<file path="src/tetris_settings.svh">
`ifndef TETRIS_SETTINGS_SVH
`define TETRIS_SETTINGS_SVH

// Board size in cells
`define GRID_W 10
`define GRID_H 20

// Cell side and board origin in pixels
`define CELL_PX 4
`define GRID_X0 8
`define GRID_Y0 8

// Horizontal raster, 176 clocks per line
`define H_ACTIVE 160
`define H_FRONT 4
`define H_SYNC 8
`define H_BACK 4

// Vertical raster, 128 lines per frame
`define V_ACTIVE 120
`define V_FRONT 2
`define V_SYNC 2
`define V_BACK 4

// Beat buffer and button filter
`define FIFO_DEPTH 4
`define DEBOUNCE_CYCLES 16

// New blocks drop in here
`define SPAWN_COL 4

`endif

</file>
<file path="src/button_debounce.sv">
`timescale 1ns/1ps
`include "tetris_settings.svh"

module button_debounce (
  input  logic clk_i,
  input  logic rst_n_i,
  input  logic btn_i,
  output logic press_o
);

  localparam int CW = $clog2(`DEBOUNCE_CYCLES);
  localparam logic [CW-1:0] CNT_MAX = CW'(`DEBOUNCE_CYCLES - 1);

  // Two-flop synchronizer, bit 1 is safe to use
  logic [1:0]    sync_q;
  logic [CW-1:0] cnt_q;
  logic          stable_q;
  logic          settle;

  // Input held away from stable level long enough
  assign settle = (sync_q[1] != stable_q) && (cnt_q == CNT_MAX);

  always_ff @(posedge clk_i) begin
    if (!rst_n_i) begin
      sync_q   <= 2'b00;
      cnt_q    <= '0;
      stable_q <= 1'b0;
      press_o  <= 1'b0;
    end else begin
      sync_q <= {sync_q[0], btn_i};
      // Any bounce back restarts the count
      if (sync_q[1] == stable_q) begin
        cnt_q <= '0;
      end else if (settle) begin
        cnt_q    <= '0;
        stable_q <= sync_q[1];
      end else begin
        cnt_q <= cnt_q + 1'b1;
      end
      // Pulse on press only, release is silent
      press_o <= settle && sync_q[1];
    end
  end

endmodule

</file>
<file path="config.mk">
export PLATFORM = sky130hd
export DESIGN_NAME = button_debounce
export DESIGN_NICKNAME = d
export VERILOG_FILES = /design/src/button_debounce.sv
export VERILOG_INCLUDE_DIRS = /design/src /design/src/src
export SDC_FILE = /design/constraint.sdc
export NUM_CORES = 1
export LEC_CHECK = 0
export ABC_CLOCK_PERIOD_IN_PS = 1250
export BUFFER_PORTS_ARGS = -buffer_cell sky130_fd_sc_hd__buf_2
export CAP_MARGIN = 10
export CORE_AREA = 2 2 39 41
export CTS_BUF_LIST = sky130_fd_sc_hd__clkbuf_2
export DETAILED_ROUTE_END_ITERATION = 10
export DIE_AREA = 0 0 41 43
export GPL_ROUTABILITY_DRIVEN = 1
export PLACE_DENSITY = 0.32
export SLEW_MARGIN = 20
export SYNTH_ARGS = -nofsm -noshare
export SYNTH_HDL_FRONTEND = slang
export SYNTH_SLANG_ARGS = --single-unit
</file>
<file path="constraint.sdc">
create_clock -name clk_i -period 1.25 [get_ports clk_i]
set_input_delay 0.0625 -clock clk_i [delete_from_list [all_inputs] [get_ports clk_i]]
set_output_delay 0.0625 -clock clk_i [all_outputs]
set_load 0.005 [all_outputs]
</file>
---- Yosys cells after proc, flatten, opt, wreduce, memory -nomap -nowiden ----
Cells that the tools add are included.
cells by class
  add/sub/neg operators ................... 1
  equality and inequality tests ........... 3
  bitwise gates (word level) .............. 2
  reductions and logical operators ........ 4
operators by type and width
  kind                                                            number
  4-bit by 1-bit adder with 4-bit output (second input constant)  1
  4-bit equality test (second input constant)                     1
  3-bit OR reduction                                              1
  1-bit logical AND                                               2
  1-bit NOT                                                       2
  2-bit AND reduction                                             1
  1-bit equality test                                             1
  1-bit != test                                                   1
word-level totals
  bits in registers ....................... 8
  bits of input ports ..................... 3
  output and inout bits ................... 1
  word-level logic and storage cells ...... 14

---- Longest topological paths before layout ----
  word-level depth ........................ 3
  mapped depth ............................ 4
  depth with buffers taken out ............ 4

---- Worst setup path after synthesis ----
Ideal clock, no wire load.
  kind .................................... register to register
  start ................................... reg cnt_q[0]
  end ..................................... reg stable_q
  arrival ................................. 873 ps
  data required time ...................... 1134 ps
  setup slack ............................. 261 ps
  stages on the path, launching flop included .. 5
  buffers on the path ..................... 0
  period minus slack after synthesis ...... 989 ps
  path through ............................ dfxtp_1 > ha_1 > nand3_1 > mux2i_1 > nor2b_1
between the ends
  word-level cells in the longest chain between the ends .. 3
ends and longest elaborated chain
  item                                  RTL line               text
  start, declared                       button_debounce.sv:16  logic [CW-1:0] cnt_q;
  start signal, assigned                button_debounce.sv:38  cnt_q <= cnt_q + 1'b1;
  4-bit equality test                   button_debounce.sv:21  assign settle = (sync_q[1] != stable_q) && (cnt_q == CNT_MAX);
  1-bit logical AND                     button_debounce.sv:21
  2-bit AND reduction (no source line)  -
  end signal, assigned                  button_debounce.sv:36  stable_q <= sync_q[1];
  end, declared                         button_debounce.sv:17  logic stable_q;
Every way passes these cells.
A chain may end at the register's enable or synchronous reset.

---- Worst setup path after layout ----
Ends and elaborated chain as after synthesis.

==> metrics <==
RR Startpoint=cnt_q[0]; final hold vios=0; vias in the first global route=180; Die W=41 um; startpoint type of the worst setup path=flip-flop; global-route wire length before repair=731 um; Unique masters post-synth=12; syn avg cell area=10.54 um2; FFs w/ async S/R, synth=0; Hold WC Path Type=input pin to flip-flop; Clock Path Buffers=2; reg-to-reg critical path endpoint=stable_q; drt total wl=436 um; total die area=1763 um2; Avg WL per Cell=9.083 um; Data required, critical path=1.38 ns; # Post-CTS Setup Buffers=0; CORE AREA=1384 um2; Post-synth top cells=dfxtp_1 (8), nand3_1 (3), nor2_1 (3), xor2_1 (3), and2_1 (2); Placer Congestion=0.6314; clock skew=0.006332 ns; Worst setup startpoint=cnt_q[0]; antenna fix cells=0; DR DRC count=0; Register Area=160.2 um2; critical path type=flip-flop to flip-flop; fillers=154; Post-Syn Nets=30; setup TNS=0 ns; leakage power total=0.0001531 uW; top cells by area, synth=dfxtp_1 (58%), xor2_1 (9.6%), nand3_1 (5.5%), and2_1 (4.6%), ha_1 (4.6%); Area Growth Syn to Fin=18.26%; clock-pin slew on the worst setup and hold paths=0.08 ns; Layout Nets=38; warnings from Yosys=0; antenna-violating nets left=0; Final Max Tran Viols=0; I/O Pins=4; CTS Buf Count=3; area of the mapped netlist=274.0 um2; post-cts sizing count=0; Slew headroom=0.9069; RSZ-0062 raised after global routing=false; adder-cell share of the synthesized area=0.04566; Cell Pwr Density=1302 nW/um2; critical hold path startpoint=btn_i; FF+latch count, synth=8; Hold Path Stages=2; worst vdd ir=0.0004149 V; Cells after Synth=26; CP Cell Sequence=ha_1 -> nand3_1 -> mux2i_1 -> nor2b_1; Iteration-0 DRC Markers=3; ys flop type=dfxtp_1; Compound-Gate Fraction of Synth Area=0; clock sinks=8; Pwr Total=422.1 uW; minimum clock period=1.064 ns; Final Cycle Share=0.8515; Post-Synth Simple-Gate Area=0.2237; Peak Freq=0.9395 GHz; Clk Tree Root Cell=clkbuf_2; Worst Reg-to-Reg Cells=4; final setup vio count=0; CTS tree=yes; largest net degree at the start of global routing=7; Max Cap Viol=0; cell taking the most area after synthesis=dfxtp_1; initial antenna violation count=0; Worst-Margin Slew=0.1358 ns; top-count cell post-synth=dfxtp_1; sequential area share after synthesis=0.5845; share of cells above drive strength 1=0.2188; Tot GR Track Use=0.07150; CP max stage cell=dfxtp_1; H-tree levels=1; number of buffers and inverters on the critical path=0; CP top delay family=flip-flops; CP max stage delay=0.33 ns; status=complete, no violations; GRT Residual Overflow=0; r2r setup slk=0.19 ns; cts hold-fix bufs=0; Initial DRT Pass Iterations=2; mux contribution to synthesized area=0.03653; Post-synth EDFFs=0; top cell type's share of synthesized area=0.5845; # port buffers=3; Worst EP arrival=1.19 ns; CP endpoint kind=flip-flop; vias=191; post-synthesis xor/xnor area fraction=0.09589; main combinational cell family by area after synthesis=simple AND/OR/NAND/NOR gates; num rows=14; vias per cell=3.979; die height=43 um; later-pin clock latency in the skew report=0.23 ns; DPL Wire Length=338.5 um; Hold Path End=sync_q[0]; initial core utilization=0.1980; crit-path max FO=3; area taken by multi-input logic gates=110.1 um2
==> where the power goes <==
part	internal, uW	switching (uW)	leakage (uW)
Sequential	259	2.15	0.0000649
Combinational	5.58	5.06	0.0000757
Clock	65.5	85.2	0.0000125
Total	330	92.4	0.000153
==> registers in the layout, indices dropped and copies added (netlist names) <==
register	flops
cnt_q	4
press_o	1
stable_q	1
sync_q	2
==> cells by family (layout without fill, tap and decap cells) <==
logic type / Yosys count / count (layout)
flops: 8 / 8
simple gates: 12 / 12
buf+inv: 1 / 7
xor+xnor: 3 / 3
mux: 1 / 1
fa+ha+maj: 1 / 1
==> how the worst max path moves through the flow <==
stage / cells after the start / slack, ns / endpoint
after floorplan: 4 / 0.26 / stable_q
after global placement: 4 / 0.20 / stable_q
after detailed placement: 4 / 0.17 / stable_q
after CTS: 4 / 0.16 / stable_q
after global routing: 4 / 0.11 / cnt_q[1]
final: 4 / 0.19 / stable_q
==> final cells by class <==
cell class,instances,area share
clock buffers,3,0.04633
repair buffers,3,0.04633
flip-flops and latches,8,0.4942
inverters,1,0.01158
well taps,16,0.06178
multi-input cells,17,0.3398
==> cell usage in the layout, fill, tap and decap left out <==
cell,netlist,final
and2_1,2,2
and3_2,1,1
buf_2,0,3
clkbuf_2,0,3
dfxtp_1,8,8
ha_1,1,1
inv_1,1,1
mux2i_1,1,1
nand2_1,1,1
nand3_1,3,3
nor2_1,3,3
nor2b_1,1,1
nor3_1,1,1
xor2_1,3,3
==> layer usage <==
metal / up-vias / routed length, um / track usage
met1: 89 / 181 / 0.06818
li1: 98 / - / -
met2: 4 / 229 / 0.09063
met5: - / 0 / 0
met4: 0 / 0 / 0.06000
met3: 0 / 26 / 0.06283
==> metrics by stage <==
stage                     std cells  setup WS, ns  utilization  cell area (um2)  hold WS, ns
after floorplan                  26        0.2606            -            274.0       0.1842
after global placement           45        0.1961       0.2233            309.0       0.2728
after detailed placement         45        0.1728       0.2233            309.0       0.2725
after CTS                        48        0.1554       0.2342            324.1      0.02166
after global routing             48        0.1073       0.2342            324.1      0.02538
final                            48        0.1856       0.2342            324.1      0.03259
(Power assumes the default switching activity.)
