--- src/tetris_settings.svh ---
`ifndef TETRIS_SETTINGS_SVH
`define TETRIS_SETTINGS_SVH

// Board size in cells
`define GRID_W 10
`define GRID_H 20

// Cell side and board origin in pixels
`define CELL_PX 4
`define GRID_X0 8
`define GRID_Y0 8

// Horizontal raster, 176 clocks per line
`define H_ACTIVE 160
`define H_FRONT 4
`define H_SYNC 8
`define H_BACK 4

// Vertical raster, 128 lines per frame
`define V_ACTIVE 120
`define V_FRONT 2
`define V_SYNC 2
`define V_BACK 4

// Beat buffer and button filter
`define FIFO_DEPTH 4
`define DEBOUNCE_CYCLES 16

// New blocks drop in here
`define SPAWN_COL 4

`endif

--- src/tetris_pkg.sv ---
`include "tetris_settings.svh"

package tetris_pkg;

  // 3-bit cell color, 0 is empty
  typedef logic [2:0] color_t;

  localparam color_t COLOR_BG    = 3'd0;
  localparam color_t COLOR_RED   = 3'd4;
  localparam color_t COLOR_WHITE = 3'd7;

  // One board row, column 0 in the low bits
  typedef color_t [`GRID_W-1:0] cell_row_t;

  // Per-frame status word
  typedef struct packed {
    logic [9:0]  score;
    logic        game_over;
    color_t      piece_color;
    logic [15:0] pad;
  } frame_hdr_t;

  // Beat payload, decoded by is_hdr
  typedef union packed {
    cell_row_t  row;
    frame_hdr_t hdr;
  } beat_payload_u;

  // Header beat or row beat
  typedef struct packed {
    logic          is_hdr;
    beat_payload_u payload;
  } frame_beat_t;

endpackage

--- src/beat_fifo.sv ---
`timescale 1ns/1ps
`include "tetris_settings.svh"

module beat_fifo #(
  parameter int DEPTH = `FIFO_DEPTH
) (
  input  logic                    clk_i,
  input  logic                    rst_n_i,
  input  logic                    in_valid_i,
  input  tetris_pkg::frame_beat_t in_beat_i,
  output logic                    in_ready_o,
  output logic                    out_valid_o,
  output tetris_pkg::frame_beat_t out_beat_o,
  input  logic                    out_ready_i
);

  localparam int AW = $clog2(DEPTH);

  tetris_pkg::frame_beat_t mem_q [DEPTH];

  // Extra MSB tells full from empty
  logic [AW:0] wr_ptr_q;
  logic [AW:0] rd_ptr_q;
  logic        empty;
  logic        full;
  logic        push;
  logic        pop;

  assign empty = (wr_ptr_q == rd_ptr_q);
  assign full  = (wr_ptr_q[AW] != rd_ptr_q[AW]) &&
                 (wr_ptr_q[AW-1:0] == rd_ptr_q[AW-1:0]);

  assign in_ready_o  = !full;
  assign out_valid_o = !empty;
  // Head word shows without a pop
  assign out_beat_o  = mem_q[rd_ptr_q[AW-1:0]];

  // Pop strobes on empty do nothing
  assign push = in_valid_i && !full;
  assign pop  = out_ready_i && !empty;

  always_ff @(posedge clk_i) begin
    if (push) begin
      mem_q[wr_ptr_q[AW-1:0]] <= in_beat_i;
    end
  end

  always_ff @(posedge clk_i) begin
    if (!rst_n_i) begin
      wr_ptr_q <= '0;
      rd_ptr_q <= '0;
    end else begin
      if (push) begin
        wr_ptr_q <= wr_ptr_q + 1'b1;
      end
      if (pop) begin
        rd_ptr_q <= rd_ptr_q + 1'b1;
      end
    end
  end

endmodule

--- config.mk ---
export PLATFORM = sky130hd
export DESIGN_NAME = beat_fifo
export DESIGN_NICKNAME = d
export VERILOG_FILES = /design/src/tetris_pkg.sv /design/src/beat_fifo.sv
export VERILOG_INCLUDE_DIRS = /design/src /design/src/src
export SDC_FILE = /design/constraint.sdc
export NUM_CORES = 1
export LEC_CHECK = 0
export ABC_AREA = 1
export BUFFER_PORTS_ARGS = -buffer_cell sky130_fd_sc_hd__buf_2
export CAP_MARGIN = 20
export CORE_MARGIN = 2
export CORE_UTILIZATION = 30
export DETAILED_ROUTE_END_ITERATION = 16
export HOLD_SLACK_MARGIN = 0.1
export PLACE_DENSITY = 0.47
export SLEW_MARGIN = 20
export SYNTH_ARGS = -nofsm -noshare
export SYNTH_HDL_FRONTEND = slang
export SYNTH_SLANG_ARGS = --single-unit
--- constraint.sdc ---
create_clock -name clk_i -period 4.2 [get_ports clk_i]
set_input_delay 0.63 -clock clk_i [delete_from_list [all_inputs] [get_ports clk_i]]
set_output_delay 0.63 -clock clk_i [all_outputs]
set_load 0.02 [all_outputs]
Yosys cells after proc, flatten, opt, wreduce, memory -nomap -nowiden
Memory sizes are Yosys's and may differ from the RTL's. A register that Yosys moved wholly into a read port is not among the register bits. Index checks and enable logic that the tools add are counted. Widths: inputs -> output; s select.

Bits in registers: 6. Memory bits (writable): 124. Bits of input ports: 35. Logic and storage cells: 17. Memories kept: 1.

Add/subtract/negate cells: 2. Equal/unequal tests: 3. Muxes and demuxes: 4. Reductions and logical operators: 5.

Memories: mem_q (depth 4, bits a word 31, rd ports 1, clocked after memory_dff 1, wr ports 1, RTL line beat_fifo.sv:19) `tetris_pkg::frame_beat_t mem_q [DEPTH];`.

Operators with widths (count): $add 3x1->3 const B (2); $mux 2 (2); $eq 3x3->1 (1); $logic_and 1x1->1 (3); $eq 2x2->1 (1); $logic_not 1->1 (2); $mux 1 (2); $ne 1x1->1 (1).

Logic depth before layout (Yosys ltp)
Depth in word-level cells: 6. Mapped depth: 7. Depth with buffers taken out: 7.

Worst setup path after synthesis
OpenSTA, ideal clock, no wires.

Kind: register -> register. Start: register wr_ptr_q[0]. End: memory mem_q[1][0] (netlist name), enable pin. Setup time: 419 ps. Data arrival time: 2188 ps. Slack: 1593 ps. Cell stages (with the launch flop): 7. Buffers on the path: 0. Clock period less this slack: 2607 ps. Cells stage by stage: dfxtp_1 -> inv_1 -> nand2_1 -> nand2_2 -> nand3_4 -> nand2_1 -> nor2_1.

Word-level cells in the longest chain between the ends: 6.

RTL lines: start, declared (RTL line beat_fifo.sv:22) `logic [AW:0] wr_ptr_q;`; start signal, assigned (RTL line beat_fifo.sv:54) `wr_ptr_q <= wr_ptr_q + 1'b1;`; $eq 2x2->1 (RTL line beat_fifo.sv:31) `(wr_ptr_q[AW-1:0] == rd_ptr_q[AW-1:0]);`; $logic_and 1x1->1 (RTL line beat_fifo.sv:30) `assign full = (wr_ptr_q[AW] != rd_ptr_q[AW]) &&`; $logic_not 1->1; via in_ready_o (RTL line beat_fifo.sv:11) `output logic in_ready_o,`; $logic_and 1x1->1 (RTL line beat_fifo.sv:39) `assign push = in_valid_i && !full;`; $mux 1 (RTL line beat_fifo.sv:43) `if (push) begin`; $mux 1 (not written as such) (RTL line beat_fifo.sv:44) `mem_q[wr_ptr_q[AW-1:0]] <= in_beat_i;`; end, declared (RTL line beat_fifo.sv:19).

The timed path passes the listed nets, and every way through them passes these cells.

==> results.sh <==
export IMPL_outcome="complete, no violations"
export IMPL_ys_warn_count=0
export IMPL_cts_sinks=132
export IMPL_busiest_layer="met2"
export IMPL_rr_startpoint="wr_ptr_q[0]$_SDFFE_PN0P_"
export IMPL_netlist_instances=373
export IMPL_ant_nets=0
export IMPL_routed_wl_mm=10.8
export IMPL_gp_congestion=0.690
export IMPL_ys_seq_area_share_pct=76.8
export IMPL_fin_util_pct=37.6
export IMPL_fin_crit_ps=3080
export IMPL_peakVddDrop_mv=0.245
export IMPL_grtUsageMet1_pct=16.1
export IMPL_met3_usage_pct=3.55
export IMPL_path_max_fanout=32
export IMPL_netlist_area_leader_share_pct=73.6
export IMPL_grt_use_total_pct=12.7
export IMPL_diodes=0
export IMPL_insertion_delay_ps=410
export IMPL_grt_max_degree=63
export IMPL_fp_dieArea_um2=17900
export IMPL_tns_ps=0
export IMPL_cts_hold_buffers=0
export IMPL_fin_hold_ws_ps=436
export IMPL_drt_iter0_markers=154
export IMPL_ios=68
export IMPL_area_delta_synth_final_pct=22.8
export IMPL_dr_total_vias=3132
export IMPL_slowest_stage="inv_1"
export IMPL_fin_crit_sh_pct=73.4
export IMPL_cts_tree="built"
export IMPL_synth_cell_type_count=18
export IMPL_seq_power_share_pct=45.6
export IMPL_path_cells="buf_4, inv_1, o21ai_0, o22ai_1, buf_2"
export IMPL_finClkSkew_ps=7.06
export IMPL_critPathMaxStageDelay_ps=800
export IMPL_slew_headroom_pct=30.2
export IMPL_ys_ff_latch=132
export IMPL_worstSetupEndpoint="out_beat_o[0]"
export IMPL_drcViolationCount=0
export IMPL_viasPerCell=4.64
export IMPL_grt_pass1_wl_mm=16.9
export IMPL_cts_setup_buffers=0
export IMPL_h_tree_depth=4
export IMPL_end_kind="primary output"
export IMPL_p_sw_share_pct=25.7
export IMPL_drive_gt1_share_pct=22.4
export IMPL_initial_utilization_pct=30.6
export IMPL_cts_root_buf="clkbuf_16"
export IMPL_hold_viol=0
export IMPL_power_total_uw=3380
export IMPL_num_rows=47
export IMPL_hp_class="input pin to flop"
export IMPL_final_max_slew_violation_count=0
export IMPL_p_switching_uw=870
export IMPL_met2_usage_pct=20.0
export IMPL_r2r_cells=6
export IMPL_maxCapViolCount=0
export IMPL_nFillCells=1605
export IMPL_crit_type="flop to primary output"
export IMPL_ys_top_cells_by_area="edfxtp_1 74%, nor2_1 5.3%, o21ai_0 5.3%, o22ai_1 3.8%, dfxtp_1 3.2%"
export IMPL_r2r_slack_ps=1950
export IMPL_dp_final_hpwl_mm=6.28
export IMPL_reg2reg_to="mem_q[2][11]$_DFFE_PP_"
export IMPL_cts_resized=0
export IMPL_required_ps=3570
export IMPL_grt_pass1_vias=3211
export IMPL_die_y_um=134
export IMPL_yosys_area_top_type="edfxtp_1"
export IMPL_cts_buffers_inserted=17
export IMPL_setup_violations=0
export IMPL_final_net_count=485
export IMPL_core_um2=16500
export IMPL_syn_area_um2=5060
export IMPL_avgSynthCellArea_um2=13.6
export IMPL_fin_cells=675
export IMPL_arrival_ps=2450
export IMPL_routedWlPerCell_um=16.0
export IMPL_fmax_mhz=325
export IMPL_synth_nets=413
export IMPL_intPower_uw=2510
export IMPL_drt_pass1_iter_count=5
export IMPL_overflow=0
export IMPL_worst_slew_pin_slew_ps=1050
export IMPL_combPwrFrac_pct=14.8
export IMPL_p_per_area_nw_per_um2=545
export IMPL_rsz0062_at_grt="no"
export IMPL_clk_pin_slew_ps=50
export IMPL_antenna_found_initial=0
export IMPL_leakage_uw=0.00221
export IMPL_cp_start_kind="flop"
export IMPL_die_width_um=134
export IMPL_clock_path_buffers=2
export IMPL_portBuffers=67
export IMPL_placedCellCount=645
export IMPL_clkPwrFrac_pct=39.6
==> state kept, by name (all words and copies together), names as in the netlist, named ones only <==
| name | flops |
|---|---|
| rd_ptr_q | 3 |
| wr_ptr_q | 3 |
| mem_q | 124 |
==> power groups by stage <==
| stage | clock, uW | sequential (uW) | combinational, uW |
|---|---|---|---|
| 2_1_floorplan | 0 | 1550 | 330 |
| 3_3_place_gp | 0 | 1570 | 498 |
| 3_5_place_dp | 0 | 1570 | 510 |
| 4_1_cts | 1370 | 1540 | 511 |
| 5_1_grt | 1420 | 1550 | 556 |
| 6_report | 1340 | 1540 | 502 |
==> kinds of logic (layout without fill, tap and decap cells) <==
| logic type | count (synthesis) | after routing | share of synthesized area, % |
|---|---|---|---|
| and+or+nand+nor | 102 | 102 | 8.36 |
| buffers and inverters | 35 | 117 | 3.02 |
| AOI/OAI and AO/OA | 99 | 99 | 10.6 |
| adders and majority gates | 5 | 5 | 1.24 |
| DFF | 132 | 132 | 76.8 |
==> cell type report <==
type / count / area [um2] / share of cell area [%]
Sequential cell: 132 / 3880 / 62.6
Multi-Input combinational cell: 206 / 1040 / 16.8
Clock buffer: 20 / 437 / 7.03
Timing Repair Buffer: 72 / 418 / 6.73
Tap cell: 220 / 275 / 4.43
Clock inverter: 9 / 90.1 / 1.45
Inverter: 16 / 62.6 / 1.01
==> metrics by stage <==
stage               worst slack, ps  instance area (um2)
floorplan                      1590                 5060
CTS                            1040                 6190
detailed placement             1500                 5660
global placement               1560                 5620
global route                    925                 6210
finish                         1120                 6210
==> critical path: cells and delay by family (launching register included) <==
family                 cells  cell delay (ps)
AOI/OAI and AO/OA          2              490
buffers and inverters      3             1250
DFF                        1              290
==> layer usage <==
metal,share of wire [%],routed length (um),up-vias
li1,-,-,1510
met1,47,5040,1531
met2,47,5090,77
met3,4.2,447,14
met4,1.8,196,0
met5,0,0,-
==> synthesized netlist by cell type (all sizes together) <==
| cell | count |
|---|---|
| o21ai | 62 |
| clkbuf | 8 |
| nor2 | 72 |
| inv | 16 |
| nand3 | 8 |
| o22ai | 31 |
| nand2 | 22 |
| ha | 5 |
| a21oi | 6 |
| edfxtp | 124 |
| dfxtp | 8 |
| buf | 11 |
==> how the worst min path moves through the flow <==
stage,startpoint,endpoint,slack [ps],cells past startpoint
after floorplan,rd_ptr_q[2]$_SDFFE_PN0P_,rd_ptr_q[2]$_SDFFE_PN0P_,520,2
final,in_beat_i[8],mem_q[1][8]$_DFFE_PP_,440,1
after CTS,in_beat_i[18],mem_q[3][18]$_DFFE_PP_,420,1
after global routing,in_beat_i[17],mem_q[3][17]$_DFFE_PP_,420,1
after detailed placement,wr_ptr_q[2]$_SDFFE_PN0P_,wr_ptr_q[2]$_SDFFE_PN0P_,550,2
after global placement,rd_ptr_q[2]$_SDFFE_PN0P_,rd_ptr_q[2]$_SDFFE_PN0P_,530,2
==> cell usage in the layout (no fill, tap or decap), drive strengths merged <==
cell,n
inv,16
a21oi,6
buf,72
nor2,72
o21ai,62
nand2,22
nand3,8
clkbuf,20
edfxtp,124
ha,5
dfxtp,8
bufinv,2
clkinvlp,1
o22ai,31
clkinv,6
Power figures use the tool's default switching activity.
