--- src/tetris_settings.svh ---
`ifndef TETRIS_SETTINGS_SVH
`define TETRIS_SETTINGS_SVH

// Board size in cells
`define GRID_W 10
`define GRID_H 20

// Cell side and board origin in pixels
`define CELL_PX 4
`define GRID_X0 8
`define GRID_Y0 8

// Horizontal raster, 176 clocks per line
`define H_ACTIVE 160
`define H_FRONT 4
`define H_SYNC 8
`define H_BACK 4

// Vertical raster, 128 lines per frame
`define V_ACTIVE 120
`define V_FRONT 2
`define V_SYNC 2
`define V_BACK 4

// Beat buffer and button filter
`define FIFO_DEPTH 4
`define DEBOUNCE_CYCLES 16

// New blocks drop in here
`define SPAWN_COL 4

`endif

--- src/tetris_pkg.sv ---
`include "tetris_settings.svh"

package tetris_pkg;

  // 3-bit cell color, 0 is empty
  typedef logic [2:0] color_t;

  localparam color_t COLOR_BG    = 3'd0;
  localparam color_t COLOR_RED   = 3'd4;
  localparam color_t COLOR_WHITE = 3'd7;

  // One board row, column 0 in the low bits
  typedef color_t [`GRID_W-1:0] cell_row_t;

  // Per-frame status word
  typedef struct packed {
    logic [9:0]  score;
    logic        game_over;
    color_t      piece_color;
    logic [15:0] pad;
  } frame_hdr_t;

  // Beat payload, decoded by is_hdr
  typedef union packed {
    cell_row_t  row;
    frame_hdr_t hdr;
  } beat_payload_u;

  // Header beat or row beat
  typedef struct packed {
    logic          is_hdr;
    beat_payload_u payload;
  } frame_beat_t;

endpackage

--- src/frame_renderer.sv ---
`timescale 1ns/1ps
`include "tetris_settings.svh"

module frame_renderer (
  input  logic                    clk_i,
  input  logic                    rst_n_i,
  input  logic                    beat_valid_i,
  input  tetris_pkg::frame_beat_t beat_i,
  output logic                    beat_ready_o,
  output logic                    frame_tick_o,
  output tetris_pkg::color_t      rgb_o,
  output logic                    hsync_o,
  output logic                    vsync_o
);

  localparam int H_TOTAL = `H_ACTIVE + `H_FRONT + `H_SYNC + `H_BACK;
  localparam int V_TOTAL = `V_ACTIVE + `V_FRONT + `V_SYNC + `V_BACK;
  localparam int XW = $clog2(H_TOTAL);
  localparam int YW = $clog2(V_TOTAL);

  // Board edges, upper bounds exclusive
  localparam int BX0 = `GRID_X0;
  localparam int BX1 = `GRID_X0 + `GRID_W * `CELL_PX;
  localparam int BY0 = `GRID_Y0;
  localparam int BY1 = `GRID_Y0 + `GRID_H * `CELL_PX;

  // Sync windows
  localparam int HS0 = `H_ACTIVE + `H_FRONT;
  localparam int HS1 = HS0 + `H_SYNC;
  localparam int VS0 = `V_ACTIVE + `V_FRONT;
  localparam int VS1 = VS0 + `V_SYNC;

  logic [XW-1:0] x_q, x_d;
  logic [YW-1:0] y_q, y_d;

  // Last header and the row in view
  tetris_pkg::frame_hdr_t hdr_q;
  tetris_pkg::cell_row_t  row_q;
  logic                   pop_row_q;

  logic               at_hdr;
  logic               at_row;
  tetris_pkg::color_t pix_d;

  // ====================
  // Raster
  // ====================

  always_comb begin
    x_d = x_q + 1'b1;
    y_d = y_q;
    if (x_q == XW'(H_TOTAL - 1)) begin
      x_d = '0;
      y_d = (y_q == YW'(V_TOTAL - 1)) ? '0 : y_q + 1'b1;
    end
  end

  // Read points, looked up one clock early
  always_comb begin
    int ny;
    ny     = int'(y_d);
    at_hdr = (x_d == '0) && (y_d == '0);
    at_row = (x_d == '0) && (ny >= BY0) && (ny < BY1) &&
             ((ny - BY0) % `CELL_PX == 0);
  end

  // ====================
  // Pixel
  // ====================

  always_comb begin
    int   px;
    int   py;
    int   cidx;
    logic in_board;
    logic in_ring;
    px       = int'(x_q);
    py       = int'(y_q);
    in_board = (px >= BX0) && (px < BX1) && (py >= BY0) && (py < BY1);
    // One pixel frame around the board
    in_ring  = !in_board && (px >= BX0 - 1) && (px <= BX1) &&
               (py >= BY0 - 1) && (py <= BY1);
    cidx     = in_board ? (px - BX0) / `CELL_PX : 0;
    pix_d    = tetris_pkg::COLOR_BG;
    if (in_ring) begin
      pix_d = tetris_pkg::COLOR_WHITE;
    end else if (in_board) begin
      pix_d = row_q[cidx];
      // Red floor once the game is over
      if (pix_d == tetris_pkg::COLOR_BG && hdr_q.game_over) begin
        pix_d = tetris_pkg::COLOR_RED;
      end
    end
  end

  always_ff @(posedge clk_i) begin
    if (!rst_n_i) begin
      x_q          <= '0;
      y_q          <= '0;
      beat_ready_o <= 1'b0;
      pop_row_q    <= 1'b0;
      frame_tick_o <= 1'b0;
      hsync_o      <= 1'b1;
      vsync_o      <= 1'b1;
      rgb_o        <= tetris_pkg::COLOR_BG;
      hdr_q        <= '0;
      row_q        <= '0;
    end else begin
      x_q          <= x_d;
      y_q          <= y_d;
      beat_ready_o <= at_hdr || at_row;
      pop_row_q    <= at_row;
      // First front porch line
      frame_tick_o <= (x_d == '0) && (int'(y_d) == `V_ACTIVE);
      hsync_o      <= !((int'(x_q) >= HS0) && (int'(x_q) < HS1));
      vsync_o      <= !((int'(y_q) >= VS0) && (int'(y_q) < VS1));
      rgb_o        <= pix_d;
      if (beat_ready_o) begin
        if (beat_valid_i) begin
          if (beat_i.is_hdr) begin
            hdr_q <= beat_i.payload.hdr;
          end else begin
            row_q <= beat_i.payload.row;
          end
        end else if (pop_row_q) begin
          // Missing row shows empty
          row_q <= '0;
        end
      end
    end
  end

endmodule

--- config.mk ---
export PLATFORM = sky130hd
export DESIGN_NAME = frame_renderer
export DESIGN_NICKNAME = d
export VERILOG_FILES = /design/src/tetris_pkg.sv /design/src/frame_renderer.sv
export VERILOG_INCLUDE_DIRS = /design/src /design/src/src
export SDC_FILE = /design/constraint.sdc
export NUM_CORES = 1
export LEC_CHECK = 0
export BUFFER_PORTS_ARGS = -buffer_cell sky130_fd_sc_hd__buf_2
export CAP_MARGIN = 20
export CORE_MARGIN = 2
export CORE_UTILIZATION = 45
export CTS_CLUSTER_SIZE = 20
export DETAILED_ROUTE_END_ITERATION = 6
export SLEW_MARGIN = 20
export SYNTH_ARGS = -nofsm -noshare
export SYNTH_HDL_FRONTEND = slang
export SYNTH_SLANG_ARGS = --single-unit
--- constraint.sdc ---
create_clock -name clk_i -period 3.2 [get_ports clk_i]
set_clock_uncertainty 0.15 [all_clocks]
set_input_delay 0.16 -clock clk_i [delete_from_list [all_inputs] [get_ports clk_i]]
set_output_delay 0.16 -clock clk_i [all_outputs]
set_load 0.05 [all_outputs]
# After elaboration in Yosys (flattened, before gate mapping)
# Index checks and enable logic that the tools add are counted.
# word_totals
ff_bits	54
input_bits	34
# classes
n_addsub	5
magnitude_cmp	15
eq_ne	4
mux	13
bitwise_logic	2
n_reduce_logical	28
# ops
op	count
30-bit two-way mux	3
32-bit by 1-bit adder with 32-bit output	1
32-bit zero test	1
32-bit by 6-bit < comparator with 1-bit output (second input constant)	1
32-bit two-way mux	1
7-bit < comparator (second input constant)	3
1-bit logical AND	15
3-bit two-way mux	5
7-bit by 4-bit greater-or-equal comparator with 1-bit output (second input constant)	2
7-bit two-way mux	2
3-bit binary-select mux with 4-bit select	1
8-bit by 4-bit subtractor with 9-bit output (second input constant)	1
8-bit by 1-bit adder with 8-bit output (second input constant)	1
8-bit == test (second input constant)	1
8-bit by 3-bit greater-or-equal comparator with 1-bit output (second input constant)	1
8-bit by 4-bit greater-or-equal comparator with 1-bit output (second input constant)	1
8-bit greater-or-equal comparator (second input constant)	1
8-bit by 6-bit less-or-equal comparator with 1-bit output (second input constant)	1
8-bit zero test	1
8-bit by 6-bit < comparator with 1-bit output (second input constant)	1
8-bit < comparator (second input constant)	1
8-bit two-way mux	1
7-bit by 4-bit subtractor with 8-bit output (second input constant)	1
7-bit by 1-bit adder with 7-bit output (second input constant)	1
other kinds (14)	19

# Logic depth before layout (Yosys ltp)
# Gate-level depths: netlist of the first run.
# depth
ltp_word	13
ltp_mapped	13
ltp_nobuf	11

# Worst setup path after synthesis of the first run
# OpenSTA, ideal clock, no wires.
# synth_timing
path_kind	register to register
from	register x_q[3]
to	register rgb_o[2]
setup_ns	0.122
t_arrival_ns	2.400
path_slack_ns	0.528
stages_incl_launch_ff	14
path_buffers	2
period_less_slack_ns	2.672
path_cell_list	dfxtp_1 > buf_2 > inv_1 > nand3_1 > nor4_1 > ha_1 > ha_1 > buf_1 > mux4_2 > nand2_1 > nand2_1 > a221oi_1 > or2_2 > o31ai_1
# synth_via
elab_chain_len	13
# synth_lines
item	line_no	source
from (decl)	frame_renderer.sv:33	logic [XW-1:0] x_q, x_d;
from (signal assigned)	frame_renderer.sv:98	x_q <= '0;
from (signal assigned)	frame_renderer.sv:109	x_q <= x_d;
branches (longest 12 deep; another with 32-bit by 1-bit adder with 32-bit output)	-	
3-bit two-way mux (*)	frame_renderer.sv:85	if (in_ring) begin
to (signal assigned)	frame_renderer.sv:105	rgb_o <= tetris_pkg::COLOR_BG;
to (signal assigned)	frame_renderer.sv:117	rgb_o <= pix_d;
to (decl)	frame_renderer.sv:11	output tetris_pkg::color_t rgb_o,
# Mark *: on every way between the ends. The select of a mux whose other input is x is not followed.
# A chain may end at the register's enable or synchronous reset.

# Worst setup path after layout of the first run
# layout_timing
from	register x_q[0]
to	register rgb_o[2]
# layout_via
elab_chain_len	13
# layout_lines
item	line_no	source
8-bit by 4-bit subtractor with 9-bit output (tied with other cells)	frame_renderer.sv:83	cidx = in_board ? (px - BX0) / `CELL_PX : 0;
2-bit OR reduction (no source line) / 1-bit logical AND (equally long branches)	-	
1-bit AND (no source line) / 1-bit logical AND (equally long branches)	-	
32-bit by 1-bit adder with 32-bit output (no source line) / 1-bit logical AND (equally long branches)	-	
32-bit two-way mux	frame_renderer.sv:83	
3-bit binary-select mux with 4-bit select	frame_renderer.sv:88	pix_d = row_q[cidx];
3-bit two-way mux (implied by the code) (2 in a row)	frame_renderer.sv:88	
3-bit zero test	frame_renderer.sv:90	if (pix_d == tetris_pkg::COLOR_BG && hdr_q.game_over) begin
1-bit logical AND	frame_renderer.sv:90	
3-bit two-way mux	frame_renderer.sv:90	
3-bit two-way mux	frame_renderer.sv:87	end else if (in_board) begin
3-bit two-way mux (*)	frame_renderer.sv:85	
# Every way passes the cells marked *; elsewhere a longest branch is shown, timed or not. The select of a mux whose other input is x is not followed.

==> summary.md, run 1 <==
| Metric | Value |
|---|---|
| CTS Sinks | 54 |
| Worst Path Buf+Inv | 1 |
| Yosys warnings | 0 |
| DR iter-0 viols | about 120 |
| Post-Layout Cell Count | around 470 |
| DR WL met3 | between 200 and 300 µm |
| Final Setup Violations | 0 |
| HPWL after DPL | 4576 µm |
| Worst-path cell chain | inv_1 > ha_1 > nor4_1 > ha_1 > ha_2 > mux4_2 > nand2_1 > nand2_1 > nor4_2 > o311ai_1 > o31ai_1 |
| Critical path's slowest cell | dfxtp_1 |
| Routed vias | about 2,600 |
| Chip width | about 85 µm |
| Die H | between 80 and 90 µm |
| Synth cell count leaders | dfxtp_1 (54), nor2b_1 (36), nand2_1 (32), a22oi_1 (31), nor2_1 (14) |
| Row count | 29 |
| Slew HR | 32.59% |
| Clock buffer count from CTS | 5 |
| Hold Crit Class | input port to register |
| Status | finished clean |
| CP startpoint kind | register |
| Delay-heaviest family, CP | adder cells |
| WL per Instance | approximately 14 µm |
| Most common cell in the netlist | dfxtp_1 |
| Top layer in use | met4 |
| Clock Latency Late Sink | 0.32 ns |
| Max Cap Viol | 0 |
| Yosys reg bits | 54 |
| Slew @ Worst Pin | 1.009 ns |
| Required @ worst endpoint | approximately 3.3 ns |
| Post-synthesis instance area | between 2000 and 3000 µm² |
| Synth unique cells | 56 |
| Initial antenna violation count | 0 |
| Main flop type after synthesis | dfxtp_1 |
| CTS tree | yes |
| IO Count | slightly above 40 |
| Initial Util | between 40% and 50% |
| Number of port buffers | 40 |
| Critical path arrival | roughly 3.0 ns |
| WL met2 | roughly 3000 µm |
| Vias per cell | approximately 5.5 |
| Post-synth EDFFs | 0 |
| Placed insts | around 430 |
| CP Capture Type | register |
| Root Buffer | clkbuf_8 |
| Post-Synthesis Cells | 328 |
| Die ar. | roughly 7200 µm² |
| Slew Viols, Final | 0 |
| P_leak | approximately 0.0014 µW |
| Share of the synthesized area in the top cell type | about 37% |
| Total iterations of the first detailed-routing run | 5 |
| Post-Route WL | between 6000 and 7000 µm |
| Tmin final | 2.884 ns |
| Final worst-path cycle share | between 90% and 100% |
| Largest cells by area after synthesis | dfxtp_1 (37%), a22oi_1 (7.9%), nor2b_1 (7.6%) |
| Routability cong. | slightly below 0.9 |
| Peak VDD IR | 0.0002812 V |
| First-pass GRT wire length | 11,390 µm |
| Core area | roughly 6300 µm² |
| Final nets | around 430 |
| Postcts setup bufs | 0 |
| Sequential-to-total area share from yosys stat | a little over a third |
| Clock tree buffer depth | 2 |
| Cell Pwr Density | 354.3 nW/µm² |
| Syn_area_per_cell | around 9.0 µm² |
| Synthesis-to-layout area growth | 21.92% |
| Mapped Nets | approximately 370 |
| Final hold violations | 0 |
| Worst Path Max Fanout | 12 |
| Global route total overflow | 0 |
| Synth async-reset ratio | 0% |
| H-tree depth | 2 |
| Critical path's largest stage delay | around 0.4 ns |
| Layout fillers | between 500 and 600 |
| Drt drc | 0 |
| Setup TNS | 0 ns |
| Diodes inserted | 0 |
| Vias in the first global route | 2,429 |
| Largest net degree at the start of global routing | 50 |
| Crit path kind | register to register |
| Antenna viol nets, final | 0 |
| Layout cell share with drive strength beyond 1 | a little under a fifth |
| Leading area contributor after synthesis | dfxtp_1 |
| Register clock-pin slew on the reported worst setup and hold paths | 0.10 ns |
| Wl on met1 | about 3300 µm |
| RSZ-0062 raised after global routing | no |
| F_max | 346.8 MHz |
| Gr usage total | a little under a fifth |
## worst paths after layout
path                                  end  slack (ns)        from  cells after the start
worst max-delay path             rgb_o[2]        0.32      x_q[0]                     11
worst min-delay path            hdr_q[19]        0.01  beat_i[19]                      3
worst max register to register   rgb_o[2]        0.32      x_q[0]                     11
worst min register to register     x_q[0]        0.34      x_q[0]                      1
## layout make-up
type	instances	area, µm²	share of cell area, %
clock buffers	5	68.82	1.909
clock inverters	3	47.55	1.319
inverters	9	33.78	0.9372
multi-input cells	244	1755	48.70
flip-flops and latches	54	1082	30.02
well taps	77	96.34	2.673
repair buffers	73	520.5	14.44
## sequential cells by signal, indices dropped and copies added, names as in the netlist
| register | flops |
|---|---|
| hdr_q | 1 |
| pop_row_q | 1 |
| beat_ready_o | 1 |
| x_q | 8 |
| frame_tick_o | 1 |
| rgb_o | 3 |
| hsync_o | 1 |
| vsync_o | 1 |
| y_q | 7 |
| row_q | 30 |
## layer usage
layer  vias up  GRT usage [%]
li1       1299              -
met1      1185          27.98
met2        67          29.05
met3         8          3.405
met4         0          5.195
met5         -              0
## cells by family after synthesis
group | count (synthesis) | share of synthesized area (%)
compound gates | 74 | 18.16
xor+xnor | 14 | 4.401
fa+ha+maj | 10 | 4.232
buf+inv | 30 | 4.613
flops | 54 | 36.56
mux | 14 | 6.560
simple gates | 132 | 25.48
## what timing repair did
item / 4_1_cts / 5_1_grt
setup endpoints to repair: 0 / 2
endpoints found under the hold margin: 29 / 0
gates resized for setup: 0 / 4
hold buffers: 29 / 0
## where the power goes
| group | switching [µW] | internal [µW] | leakage, µW |
|---|---|---|---|
| clock network | 239 | 239 | 0.0000591 |
| registers | 3.48 | 675 | 0.000436 |
| logic | 50.7 | 70.1 | 0.000888 |
| total | 293 | 984 | 0.00138 |
## layout by cell type (no fill, tap or decap), types with 9 or more instances in the layout
| master | n |
|---|---|
| nor2b_1 | 36 |
| nand2_1 | 32 |
| nor2_1 | 13 |
| dlygate4sd3_1 | 29 |
| dfxtp_1 | 53 |
| nand3_1 | 9 |
| xnor2_1 | 9 |
| ha_1 | 9 |
| inv_1 | 9 |
| buf_2 | 40 |
| a22oi_1 | 31 |
## worst register-to-register path, cell delays in order, from the launching register on
cell	delay [ns]
dfxtp_1	0.40
inv_1	0.06
ha_1	0.23
nor4_1	0.30
ha_1	0.22
ha_2	0.37
mux4_2	0.31
nand2_1	0.08
nand2_1	0.10
nor4_2	0.21
o311ai_1	0.12
o31ai_1	0.25
## per-stage QoR
| step | utilization [%] | hold WS, ns | area [µm²] | total power (µW) | setup WS, ns |
|---|---|---|---|---|---|
| finish | 56.77 | 0.009542 | 3605 | 1277 | 0.3162 |
| global route | 56.77 | 0.03283 | 3605 | 1326 | 0.01806 |
| CTS | 56.53 | 0.006197 | 3590 | 1291 | 0.05668 |
| detailed placement | 50.13 | 0.2872 | 3183 | 787.3 | 0.08283 |
| global placement | 50.13 | 0.2778 | 3183 | 785.8 | 0.2611 |
| floorplan | - | 0.1565 | 2957 | 750.7 | 0.5278 |
Note: power is estimated with default switching activity, not from simulation.
==> run 2: changes to the inputs <==
Settings changed: MAX_ROUTING_LAYER set to met4.
==> summary.md, run 2 (synthesis gave the netlist of run 1 again) <==
| Metric | Value |
|---|---|
| Largest net degree at the start of global routing | 50 |
| Final worst-path cycle share | around 90% |
| Top flop regs | row_q x30, x_q x8, y_q x7 |
| Critical path's slowest cell | mux4_2 |
| Global route total overflow | 0 |
| Worst-path cell chain | inv_1 > ha_1 > nor4_1 > ha_1 > buf_4 > mux4_2 > o21a_1 > nand2_1 > a21oi_1 > o31ai_1 |
| Sequential Area | roughly 1100 µm² |
| Core area | about 6300 µm² |
| Vias per cell | between 5 and 6 |
| CP Capture Type | register |
| Hold Crit Class | input port to register |
| Delay-heaviest family, CP | compound AO/OA/AOI/OAI gates |
| Setup TNS | 0 ns |
| Diodes inserted | 0 |
| Die ar. | 7234 µm² |
| F_max | about 350 MHz |
| Crit path kind | register to register |
| Post-Route WL | 6626 µm |
| CTS tree | yes |
| Most common cell on crit path | ha_1 |
| Max reg flops | 30 |
| Routed vias | ~2,600 |
| Gr usage total | around 20% |
| IO Count | 41 |
| Commonest non-fill, non-tap cells in the layout | dfxtp_1 (53), buf_2 (40), nor2b_1 (36), nand2_1 (32), a22oi_1 (31) |
| Critical path arrival | between 2 and 3 ns |
| Cell Pwr Density | roughly 350 nW/µm² |
| Area of the multi-input gates | 1755 µm² |
| Clock buffer count from CTS | 5 |
| Worst Path Max Fanout | 9 |
| Most common cell after layout, fill and taps aside | dfxtp_1 |
| CTS Sinks | 54 |
| Clock Latency Late Sink | 0.31 ns |
| Postcts setup bufs | 0 |
| Initial Util | 46.56% |
| P_leak | between 0.001 and 0.0015 µW |
| Tmin final | 2.887 ns |
| Largest reg by FF count | row_q |
| Slew @ Worst Pin | slightly above 1 ns |
| Layout cell share with drive strength beyond 1 | about 19% |
| Root Buffer | clkbuf_8 |
| Required @ worst endpoint | between 3 and 4 ns |
| Slew Viols, Final | 0 |
| Post-Layout Cell Count | 465 |
| Vias in the first global route | around 2,400 |
| Final hold violations | 0 |
| WL per Instance | 14.25 µm |
| Clock tree buffer depth | 2 |
| Total iterations of the first detailed-routing run | 5 |
| Drt drc | 0 |
| Chip width | roughly 85 µm |
| DR iter-0 viols | between 100 and 150 |
| Final Setup Violations | 0 |
| Routability cong. | just under 0.9 |
| Worst Path Buf+Inv | 2 |
| Peak VDD IR | around 0.00028 V |
| Status | finished clean |
| Layout fillers | between 500 and 600 |
| HPWL after DPL | roughly 4600 µm |
| Die H | 85.06 µm |
| H-tree depth | 2 |
| First-pass GRT wire length | 11,400 µm |
| Register clock-pin slew on the reported worst setup and hold paths | ~0.10 ns |
| Placed insts | 428 |
| Antenna viol nets, final | 0 |
| Row count | 29 |
| Final nets | about 430 |
| Initial antenna violation count | 0 |
| Max Cap Viol | 0 |
| RSZ-0062 raised after global routing | no |
| Critical path's largest stage delay | a little over 0.5 ns |
| Number of port buffers | 40 |
| Slew HR | a little under a third |
| CP startpoint kind | register |
| Synthesis-to-layout area growth | 21.92% |
run 2: cell counts in the layout (fill, tap and decap cells not counted):
Identical to the previous run, type by type.
run 2: area by class of cell:
type,instances,share of cell area (%)
sequential,54,30.02
clock buffer,5,1.909
timing repair buffer,73,14.44
tap,77,2.673
inverter,9,0.9372
multi-input combinational,244,48.70
clock inverter,3,1.319
run 2: layer usage:
layer	vias to the layer above	routed length, µm	global-route usage [%]
met3	8	293	3.307
li1	1302	-	-
met5	-	0	-
met4	0	87	5.195
met1	1201	3302	27.86
met2	73	2941	29.12
run 2: worst paths after layout:
check	slack (ns)	cells past startpoint	end	start
worst max-delay path	0.31	10	rgb_o[2]	x_q[0]
worst min-delay path	0.008	3	hdr_q[19]	beat_i[19]
worst max register to register	0.31	10	rgb_o[2]	x_q[0]
worst min register to register	0.34	1	x_q[0]	x_q[0]
run 2: power breakdown:
| part | total (µW) | internal [µW] | switching (µW) |
|---|---|---|---|
| combinational | 121 | 70.1 | 50.6 |
| clock | 477 | 239 | 238 |
| sequential | 679 | 675 | 3.51 |
| total | 1280 | 984 | 292 |
run 2: worst min-delay path: cells and delay by family:
| family | cells | cell delay (ns) |
|---|---|---|
| buffers and inverters | 1 | 0.12 |
| multiplexers | 1 | 0.07 |
| AND/OR/NAND/NOR | 1 | 0.09 |
run 2: stage by stage:
stage | setup slack, ns | utilization (%) | cell area [µm²] | total power, µW | hold WS (ns)
final | 0.3134 | 56.77 | 3605 | 1276 | 0.008099
after floorplan | 0.5278 | - | 2957 | 750.7 | 0.1565
after detailed placement | 0.08283 | 50.13 | 3183 | 787.3 | 0.2872
after global routing | 0.01970 | 56.77 | 3605 | 1325 | 0.03286
after global placement | 0.2611 | 50.13 | 3183 | 785.8 | 0.2778
after CTS | 0.05668 | 56.53 | 3590 | 1291 | 0.006197
run 2: timing repair:
item	CTS	global route
gates resized for setup	0	4
endpoints found under the hold margin	29	0
endpoints found under the setup margin	0	2
hold buffers	29	0
